[src/cl_pkg.sv]
`default_nettype none

package cl_pkg;

  // ----------------------------------------
  // bus types
  // ----------------------------------------
  typedef logic [31:0] wb_data_t;                 // wishbone data word
  typedef logic [7:0]  wb_addr_t;                 // byte address inside the window

  // ----------------------------------------
  // register map
  // ----------------------------------------
  localparam wb_addr_t reg_id0        = 8'h00;    // read only
  localparam wb_addr_t reg_id1        = 8'h04;    // read only
  localparam wb_addr_t reg_version    = 8'h08;    // read only
  localparam wb_addr_t reg_ctrl       = 8'h0C;    // enable oneshot clear load
  localparam wb_addr_t reg_tick_value = 8'h10;    // prescaler period
  localparam wb_addr_t reg_load_value = 8'h14;    // value taken on load
  localparam wb_addr_t reg_watermark  = 8'h18;    // compare level for cnt
  localparam wb_addr_t reg_count      = 8'h1C;    // read only counter status

  // control word bit positions
  localparam int ctrl_enable  = 0;                // count while set
  localparam int ctrl_oneshot = 1;                // saturate instead of wrap
  localparam int ctrl_clear   = 2;                // self clearing
  localparam int ctrl_load    = 3;                // self clearing

  // ----------------------------------------
  // identification
  // ----------------------------------------
  localparam wb_data_t cl_id0     = 32'hF000_1D0F;  // device and vendor
  localparam wb_data_t cl_id1     = 32'h1D51_FEDC;  // subsystem ids
  localparam wb_data_t cl_version = 32'hEEEE_EE00;  // build version

  // bus slave states
  typedef enum logic
  {
    wb_idle,                                      // waiting for cyc and stb
    wb_ack                                        // ack showing this cycle
  } wb_state_t;

  // default widths that the top level passes down
  localparam int tick_width_default  = 8;
  localparam int count_width_default = 16;

endpackage

`default_nettype wire
[src/cl_top.sv]
`timescale 1ns/1ns
`default_nettype none

module cl_top #(
  parameter int tick_width  = cl_pkg::tick_width_default,
  parameter int count_width = cl_pkg::count_width_default
) (
  input  wire                     clk_main_a0,
  input  wire                     rst_main_n,
  // host register window
  input  wire                     wb_cyc,
  input  wire                     wb_stb,
  input  wire                     wb_we,
  input  wire cl_pkg::wb_addr_t   wb_adr,
  input  wire cl_pkg::wb_data_t   wb_dat_w,
  input  wire [3:0]               wb_sel,
  output logic                    wb_ack,
  output cl_pkg::wb_data_t        wb_dat_r
);

  // ----------------------------------------
  // register file to counter
  // ----------------------------------------
  logic                   enable;
  logic                   oneshot;
  logic                   clear;                  // pulse
  logic                   load;                   // pulse
  logic [tick_width-1:0]  tick_value;
  logic [count_width-1:0] load_value;
  logic [count_width-1:0] watermark;
  logic                   tick;
  logic                   ge_watermark;
  logic [tick_width-1:0]  tick_cnt;
  logic [count_width-1:0] cnt;

  cl_reg_file #(
    .tick_width  (tick_width),
    .count_width (count_width)
  ) i_reg_file (
    .clk_main_a0  (clk_main_a0),
    .rst_main_n   (rst_main_n),
    .wb_cyc       (wb_cyc),
    .wb_stb       (wb_stb),
    .wb_we        (wb_we),
    .wb_adr       (wb_adr),
    .wb_dat_w     (wb_dat_w),
    .wb_sel       (wb_sel),
    .wb_ack       (wb_ack),
    .wb_dat_r     (wb_dat_r),
    .enable       (enable),
    .oneshot      (oneshot),
    .clear        (clear),
    .load         (load),
    .tick_value   (tick_value),
    .load_value   (load_value),
    .watermark    (watermark),
    .tick         (tick),
    .ge_watermark (ge_watermark),
    .tick_cnt     (tick_cnt),
    .cnt          (cnt)
  );

  cl_tick_counter #(
    .tick_width  (tick_width),
    .count_width (count_width)
  ) i_tick_counter (
    .clk_main_a0  (clk_main_a0),
    .rst_main_n   (rst_main_n),
    .enable       (enable),
    .oneshot      (oneshot),
    .clear        (clear),
    .load         (load),
    .tick_value   (tick_value),
    .load_value   (load_value),
    .watermark    (watermark),
    .tick         (tick),
    .ge_watermark (ge_watermark),
    .tick_cnt     (tick_cnt),
    .cnt          (cnt)
  );

endmodule

`default_nettype wire

[src/cl_tick_counter.sv]
`timescale 1ns/1ns
`default_nettype none

module cl_tick_counter #(
  parameter int tick_width  = cl_pkg::tick_width_default,
  parameter int count_width = cl_pkg::count_width_default
) (
  input  wire                     clk_main_a0,
  input  wire                     rst_main_n,
  // controls from the register file
  input  wire                     enable,
  input  wire                     oneshot,
  input  wire                     clear,         // one cycle pulse
  input  wire                     load,          // one cycle pulse
  input  wire [tick_width-1:0]    tick_value,
  input  wire [count_width-1:0]   load_value,
  input  wire [count_width-1:0]   watermark,
  // status back to the register file
  output logic                    tick,
  output logic                    ge_watermark,
  output logic [tick_width-1:0]   tick_cnt,
  output logic [count_width-1:0]  cnt
);

  localparam logic [count_width-1:0] cnt_max = '1;  // saturation point for oneshot

  logic at_max;                                   // cnt is all ones

  // ----------------------------------------
  // compares
  // ----------------------------------------
  assign tick         = (tick_cnt >= tick_value);  // prescaler period reached
  assign ge_watermark = (cnt >= watermark);
  assign at_max       = (cnt == cnt_max);

  // ----------------------------------------
  // prescaler
  // ----------------------------------------
  always_ff @(posedge clk_main_a0)
  begin
    if (!rst_main_n)
    begin
      tick_cnt <= '0;
    end
    else if (clear)
    begin
      tick_cnt <= '0;
    end
    else if (load)
    begin
      tick_cnt <= tick_cnt;                       // load only touches cnt
    end
    else if (enable)
    begin
      if (tick)
      begin
        tick_cnt <= '0;                           // restart the period
      end
      else
      begin
        tick_cnt <= tick_cnt + 1'b1;
      end
    end
  end

  // ----------------------------------------
  // event counter
  // ----------------------------------------
  always_ff @(posedge clk_main_a0)
  begin
    if (!rst_main_n)
    begin
      cnt <= '0;
    end
    else if (clear)
    begin
      cnt <= '0;
    end
    else if (load)
    begin
      cnt <= load_value;
    end
    else if (enable && tick)
    begin
      if (oneshot && at_max)
      begin
        cnt <= cnt;                               // hold at the top
      end
      else
      begin
        cnt <= cnt + 1'b1;                        // wraps when oneshot is off
      end
    end
  end

  // ----------------------------------------
  // checks
  // ----------------------------------------
  // saturated count only leaves the top through clear or load
  a_oneshot_no_wrap : assert property (
    @(posedge clk_main_a0) disable iff (!rst_main_n)
    (oneshot && at_max && !clear && !load) |=> (cnt != '0)
  );

endmodule

`default_nettype wire

[src/cl_reg_file.sv]
`timescale 1ns/1ns
`default_nettype none

module cl_reg_file #(
  parameter int tick_width  = cl_pkg::tick_width_default,
  parameter int count_width = cl_pkg::count_width_default
) (
  input  wire                     clk_main_a0,
  input  wire                     rst_main_n,
  // wishbone classic slave
  input  wire                     wb_cyc,
  input  wire                     wb_stb,
  input  wire                     wb_we,
  input  wire cl_pkg::wb_addr_t   wb_adr,
  input  wire cl_pkg::wb_data_t   wb_dat_w,
  input  wire [3:0]               wb_sel,
  output logic                    wb_ack,
  output cl_pkg::wb_data_t        wb_dat_r,
  // counter controls
  output logic                    enable,
  output logic                    oneshot,
  output logic                    clear,
  output logic                    load,
  output logic [tick_width-1:0]   tick_value,
  output logic [count_width-1:0]  load_value,
  output logic [count_width-1:0]  watermark,
  // counter status
  input  wire                     tick,
  input  wire                     ge_watermark,
  input  wire [tick_width-1:0]    tick_cnt,
  input  wire [count_width-1:0]   cnt
);

  // status word field positions
  localparam int cnt_lsb      = 0;
  localparam int tick_cnt_lsb = 16;
  localparam int tick_bit     = 24;
  localparam int ge_bit       = 25;

  cl_pkg::wb_state_t state;                       // bus fsm
  logic              req;                         // request sampled at this edge
  logic              wr_req;                      // sampled write
  cl_pkg::wb_data_t  ctrl_word;                   // control readback
  cl_pkg::wb_data_t  status_word;                 // counter status readback
  cl_pkg::wb_data_t  wr_ctrl;                     // byte merged write words
  cl_pkg::wb_data_t  wr_tick;
  cl_pkg::wb_data_t  wr_load;
  cl_pkg::wb_data_t  wr_wmark;
  cl_pkg::wb_data_t  rd_next;                     // read word before the flop

  // replace the selected bytes of cur with wdat
  function automatic cl_pkg::wb_data_t merge_bytes(
    input cl_pkg::wb_data_t cur,
    input cl_pkg::wb_data_t wdat,
    input logic [3:0]       sel
  );
    cl_pkg::wb_data_t res;
    res = cur;
    for (int i = 0; i < 4; i++)
    begin
      if (sel[i])
      begin
        res[8*i +: 8] = wdat[8*i +: 8];           // one lane per select bit
      end
    end
    return res;
  endfunction

  // ----------------------------------------
  // bus handshake
  // ----------------------------------------
  assign req    = wb_cyc && wb_stb && (state == cl_pkg::wb_idle);  // ignored while ack shows
  assign wr_req = req && wb_we;
  assign wb_ack = (state == cl_pkg::wb_ack);      // exactly one cycle per access

  // ----------------------------------------
  // readback words
  // ----------------------------------------
  always_comb
  begin
    ctrl_word                       = '0;
    ctrl_word[cl_pkg::ctrl_enable]  = enable;
    ctrl_word[cl_pkg::ctrl_oneshot] = oneshot;   // clear and load read as zero

    status_word                           = '0;
    status_word[cnt_lsb +: count_width]   = cnt;
    status_word[tick_cnt_lsb +: tick_width] = tick_cnt;
    status_word[tick_bit]                 = tick;
    status_word[ge_bit]                   = ge_watermark;
  end

  // writes land on the current value so unselected bytes keep it
  assign wr_ctrl  = merge_bytes(ctrl_word, wb_dat_w, wb_sel);
  assign wr_tick  = merge_bytes(cl_pkg::wb_data_t'(tick_value), wb_dat_w, wb_sel);
  assign wr_load  = merge_bytes(cl_pkg::wb_data_t'(load_value), wb_dat_w, wb_sel);
  assign wr_wmark = merge_bytes(cl_pkg::wb_data_t'(watermark), wb_dat_w, wb_sel);

  // read mux with zero for unmapped offsets
  always_comb
  begin
    case (wb_adr)
      cl_pkg::reg_id0:        rd_next = cl_pkg::cl_id0;
      cl_pkg::reg_id1:        rd_next = cl_pkg::cl_id1;
      cl_pkg::reg_version:    rd_next = cl_pkg::cl_version;
      cl_pkg::reg_ctrl:       rd_next = ctrl_word;
      cl_pkg::reg_tick_value: rd_next = cl_pkg::wb_data_t'(tick_value);
      cl_pkg::reg_load_value: rd_next = cl_pkg::wb_data_t'(load_value);
      cl_pkg::reg_watermark:  rd_next = cl_pkg::wb_data_t'(watermark);
      cl_pkg::reg_count:      rd_next = status_word;
      default:                rd_next = '0;
    endcase
  end

  // ----------------------------------------
  // fsm and control registers
  // ----------------------------------------
  always_ff @(posedge clk_main_a0)
  begin
    if (!rst_main_n)
    begin
      state      <= cl_pkg::wb_idle;
      enable     <= 1'b0;
      oneshot    <= 1'b0;
      clear      <= 1'b0;
      load       <= 1'b0;
      tick_value <= '0;
      load_value <= '0;
      watermark  <= '0;
    end
    else
    begin
      clear <= 1'b0;                              // pulses drop after one cycle
      load  <= 1'b0;

      case (state)
        cl_pkg::wb_idle:
        begin
          if (req)
          begin
            state <= cl_pkg::wb_ack;
          end
        end
        default:
        begin
          state <= cl_pkg::wb_idle;               // ack always ends here
        end
      endcase

      if (wr_req)
      begin
        case (wb_adr)
          cl_pkg::reg_ctrl:
          begin
            enable  <= wr_ctrl[cl_pkg::ctrl_enable];
            oneshot <= wr_ctrl[cl_pkg::ctrl_oneshot];
            clear   <= wr_ctrl[cl_pkg::ctrl_clear];
            load    <= wr_ctrl[cl_pkg::ctrl_load];
          end
          cl_pkg::reg_tick_value: tick_value <= wr_tick[tick_width-1:0];
          cl_pkg::reg_load_value: load_value <= wr_load[count_width-1:0];
          cl_pkg::reg_watermark:  watermark  <= wr_wmark[count_width-1:0];
          default:                ;           // read only or unmapped
        endcase
      end
    end
  end

  // read data is captured with the request and shown with ack
  always_ff @(posedge clk_main_a0)
  begin
    if (req)
    begin
      wb_dat_r <= rd_next;
    end
  end

  // ----------------------------------------
  // checks
  // ----------------------------------------
  a_ack_one_cycle : assert property (
    @(posedge clk_main_a0) disable iff (!rst_main_n)
    wb_ack |=> !wb_ack
  );

  // seen from the bus pins only
  a_ack_after_req : assert property (
    @(posedge clk_main_a0) disable iff (!rst_main_n)
    $rose(wb_ack) |-> $past(wb_cyc && wb_stb)
  );

endmodule

`default_nettype wire

[config.mk]
export PLATFORM = sky130hd
export DESIGN_NAME = cl_top
export DESIGN_NICKNAME = d
export VERILOG_FILES = /design/src/cl_pkg.sv /design/src/cl_top.sv /design/src/cl_tick_counter.sv /design/src/cl_reg_file.sv
export SDC_FILE = /design/constraint.sdc
export NUM_CORES = 1
export LEC_CHECK = 0
export ABC_AREA = 1
export ABC_CLOCK_PERIOD_IN_PS = 2900
export CORE_AREA = 2 2 96 117
export CTS_CLUSTER_DIAMETER = 200
export DETAILED_ROUTE_END_ITERATION = 8
export DIE_AREA = 0 0 98 119
export DONT_BUFFER_PORTS = 1
export PLACE_DENSITY_LB_ADDON = 0.1
export SLEW_MARGIN = 0
export SYNTH_ARGS = -nofsm -noshare
export SYNTH_HDL_FRONTEND = slang
export SYNTH_HIERARCHICAL = 1
export SYNTH_SLANG_ARGS = --single-unit
[constraint.sdc]
create_clock -name clk_main_a0 -period 2.9 [get_ports clk_main_a0]
set_input_delay 0.435 -clock clk_main_a0 [delete_from_list [all_inputs] [get_ports clk_main_a0]]
set_output_delay 0.435 -clock clk_main_a0 [all_outputs]
set_load 0.01 [all_outputs]
-- Word level (Yosys, flattened, before mapping)
Index checks and enable logic that the tools add are counted.
- memories kept: 0
- register bits: 101
- memory bits (writable): 0
- output and inout bits: 33
- memory bits (read-only): 0
- latch bits: 0
- divide/modulo/power cells: 0
- shift-type cells: 0
- reductions and logical operators: 18
- multiply operators: 0
- muxes and demuxes: 6
- eq/ne operators: 9
- bitwise operators: 3
- order comparisons: 2
- $add $sub $neg: 2
- operator list (cell ; count):
    one-hot mux 32 bit (8 select lines) ; 1
    2-to-1 mux 16 bit ; 3
    equality test 8 x 5 -> 1 bit, second input constant ; 4
    AND reduction 3 bit ; 6
    adder 16 x 1 -> 16 bit, second input constant ; 1
    equality test 16 bit, second input constant ; 1
    equality test 8 x 4 -> 1 bit, second input constant ; 2
    >= comparator 16 bit ; 1
    adder 8 x 1 -> 8 bit, second input constant ; 1
    equality test 8 x 3 -> 1 bit, second input constant ; 1
    >= comparator 8 bit ; 1
    logical NOT 8 bit ; 1
    2-to-1 mux 8 bit ; 1
    logical AND 1 bit ; 5
    AND reduction 2 bit ; 2
    AND reduction 4 bit ; 1
    OR reduction 2 bit ; 2
    inverter 1 bit ; 3
    != test 2 bit, second input constant ; 1
    nonzero test 2 bit ; 1
    2-to-1 mux 1 bit ; 1

-- Logic depth before layout (Yosys ltp)
- depth in word-level cells: 5
- depth in mapped cells: 14

-- Hierarchy
The synthesis kept the hierarchy.
- modules (own cells, without submodules) (module ; seq. area each (sq um) ; cells an instance ; area an instance (sq um) ; times used):
    cl_reg_file ; 1771.7 ; 470 ; 3514.6 ; 1
    cl_tick_counter ; 480.5 ; 331 ; 2185.8 ; 1

-- Worst setup path after synthesis
Ideal clock, no wire load.
- path type: input to register
- start: in wb_cyc
- end: reg i_reg_file.load_value[10]
- stages on the path: 6
- path slack: 733 ps
- data arrival time: 2103 ps
- setup time: 64 ps
- required time: 2836 ps
- buffers on the path: 0
- path through: nand2_1 nor2_2 nand3_1 nor2_4 nor2_1 nor2_1
- cells in the longest elaborated chain, start to end: 4
- RTL lines (element ; RTL line ; RTL):
    start, declared ; cl_top.sv:11 ; input wire wb_cyc,
    logical AND 1 bit (2 in series) ; cl_reg_file.sv:72 ; assign req = wb_cyc && wb_stb && (state == cl_pkg::wb_idle);
    net i_reg_file.req ; cl_reg_file.sv:41 ; logic req;
    logical AND 1 bit ; cl_reg_file.sv:73 ; assign wr_req = req && wb_we;
    AND reduction 3 bit (no source line) ; -- ;
    end signal, assigned ; cl_reg_file.sv:160 ; cl_pkg::reg_load_value: load_value <= wr_load[count_width-1:0];
    end, declared ; cl_reg_file.sv:25 ; output logic [count_width-1:0] load_value,
The timed path passes the listed nets, and every way through them passes these cells.
A chain may end at the register's enable or synchronous reset.

-- Worst setup path after layout
- start: reg i_reg_file.tick_value[5]
- end: reg i_tick_counter.cnt[15]
- cells in the longest elaborated chain, start to end: 4
- RTL lines (element ; RTL line ; RTL):
    start, declared ; cl_reg_file.sv:24 ; output logic [tick_width-1:0] tick_value,
    start signal, assigned ; cl_reg_file.sv:159 ; cl_pkg::reg_tick_value: tick_value <= wr_tick[tick_width-1:0];
    >= comparator 8 bit ; cl_tick_counter.sv:32 ; assign tick = (tick_cnt >= tick_value);
    net tick ; cl_top.sv:31 ; logic tick;
    logical AND 1 bit ; cl_tick_counter.sv:83 ; else if (enable && tick)
    nonzero test 2 bit (no source line) ; -- ;
    AND reduction 2 bit (no source line) ; -- ;
    end signal, assigned ; cl_tick_counter.sv:81 ; cnt <= load_value;
    end signal, assigned ; cl_tick_counter.sv:87 ; cnt <= cnt;
    end signal, assigned ; cl_tick_counter.sv:91 ; cnt <= cnt + 1'b1;
    end, declared ; cl_tick_counter.sv:22 ; output logic [count_width-1:0] cnt
The timed path passes the listed nets, and every way through them passes these cells.

==> impl_results.md <==
* Post-DRT Antenna Nets at 0
* Number of buffers added for setup after CTS at 0
* DIE AREA at 11,700 um2
* Ys flop type: dfxtp_1
* Endpoints failing hold at 0
* Post-synthesis sequential area ratio at 39.5%
* CTS resizes at 0
* Synth Area in XOR/XNOR at 1.54%
* Simple-Gate Fraction of Synth Area at 39.9%
* CTS max path bufs at 2
* WL met3 at 578 um
* Largest net degree at the start of global routing at 45
* Vias at 4,953
* Post-synth top area share at 24.2%
* Worst Tran Pin Value at 0.704 ns
* FILL cells at 1,036
* Placer Congestion at 0.905
* Hold crit path type: input pin to flop
* Die Ht at 119 um
* Origin of the critical flop-to-flop path: i_reg_file/tick_value[5]
* # setup viols final at 0
* 1st-pass router iterations at 4
* First-pass GRT wire length at 24,400 um
* Fin Setup TNS at 0 ns
* Vias in the first global route at 4,784
* Iter 0 DRT Violations at 362
* Hpwl dp at 11,100 um
* Post-Syn Instances at 801
* Total CTS buffers at 9
* All-layer global routing usage at 26.6%
* Crit. End Element: flop
* Syn Area/Cell at 7.12 um2
* Placed Instance Area at 5750 um2
* Critical path data arrival time at 2.14 ns
* Syn. warnings at 6
* TritonCTS clock tree: built
* Placed insts at 912
* Multiplexer area fraction after synthesis at 0%
* R2r setup slk at 0.96 ns
* Post-synth EDFFs at 29
* Max-slew headroom at 53.0%
* RSZ-0062 raised after global routing: false
* Netlist cell types at 38
* Final worst path period need at 1.94 ns
* Hold path depth at 2
* Crit Path Category: flop to flop
* Root buffer cell: clkbuf_16
* Die span in x at 98 um
* Status: completed
* Final Cell Area at 6040 um2
* Pleak at 0.00257 uW
* Grt ovf at 0
* HP Start: rst_main_n
* FF-to-FF End: i_tick_counter/cnt[15]
* Synth Net Count at 876
* Synth area leaders: dfxtp_1, edfxtp_1, nand2_1
* F_max at 514 MHz
* Ys async rst share at 0%
* Worst reg-to-reg path cell count at 10
* Drt total wl at 15,100 um
* Top Metal Used: met4
* Via density at 5.34
* Clock Sinks at 98
* I/O pin count at 82
* Starting density of the core at 53.4%
* Max Cap Viol at 0
* Worst setup SP type: flop
* Synth Cell Area at 5700 um2
* Clock Latency Late Sink at 0.34 ns
* Final Cycle Share at 67.1%
* Site row count at 42
* Hold_buf cts at 0
* Largest family of logic cells by synthesized area: simple AND/OR/NAND/NOR gates
* Met2 WL at 7540 um
* Pins Over Slew Limit at 0
* Initial antenna violation count at 0
* WL met1 at 6300 um
* Synth Area in Compound Gates at 4.61%
* Reg clk slew, reported paths at 0.07 ns
* DRC Markers at 0
* Routed len/inst at 16.3 um
* ANT cells at 0
* Layout cells sized above 1 at 7.79%
* Total power at 2720 uW
* Max FO, Critical Path at 17
* Most common cell after layout, fill and taps aside: nand2_1
* Min-Delay Endpoint: i_reg_file/tick_value[4]
* Post-Synth Adder-Cell Area at 5.71%
* Post-synth top area cell: dfxtp_1
* Cell area power density at 450 nW/um2
* Port bufs at 0
* Skew final at 0.00494 ns
* Core area at 10,700 um2
* #FFs+latches synth at 98
* # nets final at 866
* Post-Layout Cell Count at 928
* Hold slack final at 0.208 ns
* Htree depth at 3
* Most frequent cells in the layout: nand2_1, nor2_1, inv_1
* Layout area overhead at 5.99%
* Max VDD drop at 0.257 mV
* WP data required at 3.10 ns
==> metrics by stage <==
step	worst slack, ns	utilization [%]
final	0.956	56.6
after global routing	0.835	56.6
after CTS	0.937	56.6
after detailed placement	0.952	53.9
after global placement	0.991	53.9
after floorplan	0.733	-
==> cells in the mapped netlist (all sizes together) (2+ instances only) <==
library cell / instances
nor3: 7
xnor2: 3
dfxtp: 69
nand4: 15
a21oi: 30
o211ai: 2
clkbuf: 4
buf: 22
nand3: 84
nor2: 157
nand2: 237
a21boi: 2
ha: 26
inv: 89
xor2: 7
edfxtp: 29
nand3b: 3
o21ai: 12
==> state kept, by name, indices dropped and copies added (netlist names) <==
signal                   count
i_reg_file/clear             1
i_reg_file/enable            1
i_reg_file/load              1
i_reg_file/load_value       16
i_reg_file/oneshot           1
i_reg_file/tick_value        8
i_reg_file/watermark        16
i_reg_file/wb_ack            1
i_reg_file/wb_dat_r         29
i_tick_counter/cnt          16
i_tick_counter/tick_cnt      8
==> cells by family (layout without fill, tap and decap cells) <==
kind of cell | count (synthesis) | in the layout
buf+inv | 115 | 110
xor+xnor | 10 | 10
simple gates | 504 | 504
fa+ha+maj | 26 | 26
flops | 98 | 98
compound gates | 48 | 48
==> power by group <==
group / internal [uW] / switching (uW) / leakage, uW
registers: 1420 / 16.8 / 0.000824
clock network: 673 / 520 / 0.000143
logic: 20.5 / 61.7 / 0.00160
total: 2120 / 599 / 0.00257
==> worst max-delay path by stage <==
| stage | start | end | slack (ns) |
|---|---|---|---|
| 2_1_floorplan | wb_cyc | i_reg_file/load_value[10] | 0.73 |
| 3_3_place_gp | i_reg_file/tick_value[5] | i_tick_counter/cnt[15] | 0.99 |
| 3_5_place_dp | i_reg_file/tick_value[5] | i_tick_counter/cnt[15] | 0.95 |
| 4_1_cts | i_reg_file/tick_value[5] | i_tick_counter/cnt[15] | 0.94 |
| 5_1_grt | i_reg_file/tick_value[5] | i_tick_counter/cnt[8] | 0.83 |
| 6_report | i_reg_file/tick_value[5] | i_tick_counter/cnt[15] | 0.96 |
==> worst max-delay path, stage by stage (launching register included) <==
cell	delay (ns)
dfxtp_1	0.40
inv_1	0.06
ha_1	0.30
a21oi_1	0.15
nor2_1	0.05
nor2_1	0.18
nand3_4	0.16
nand2_8	0.17
nand2_4	0.15
nand2_1	0.12
a21oi_1	0.06
==> routing by layer <==
metal / vias up / track usage, %
li1: 2523 / -
met3: 42 / 4.52
met1: 2236 / 31.2
met5: - / 0
met4: 0 / 13.8
met2: 152 / 46.4
==> layout make-up <==
cell class              instances  area (um2)  share of cell area (%)
multi-input cells             588        2960                    49.0
repair buffers                  5        37.5                   0.621
flip-flops and latches         98        2250                    37.3
clock inverters                 6        66.3                    1.10
well taps                     132         165                    2.73
clock buffers                  10         229                    3.79
inverters                      89         334                    5.53
(Power assumes the default switching activity.)
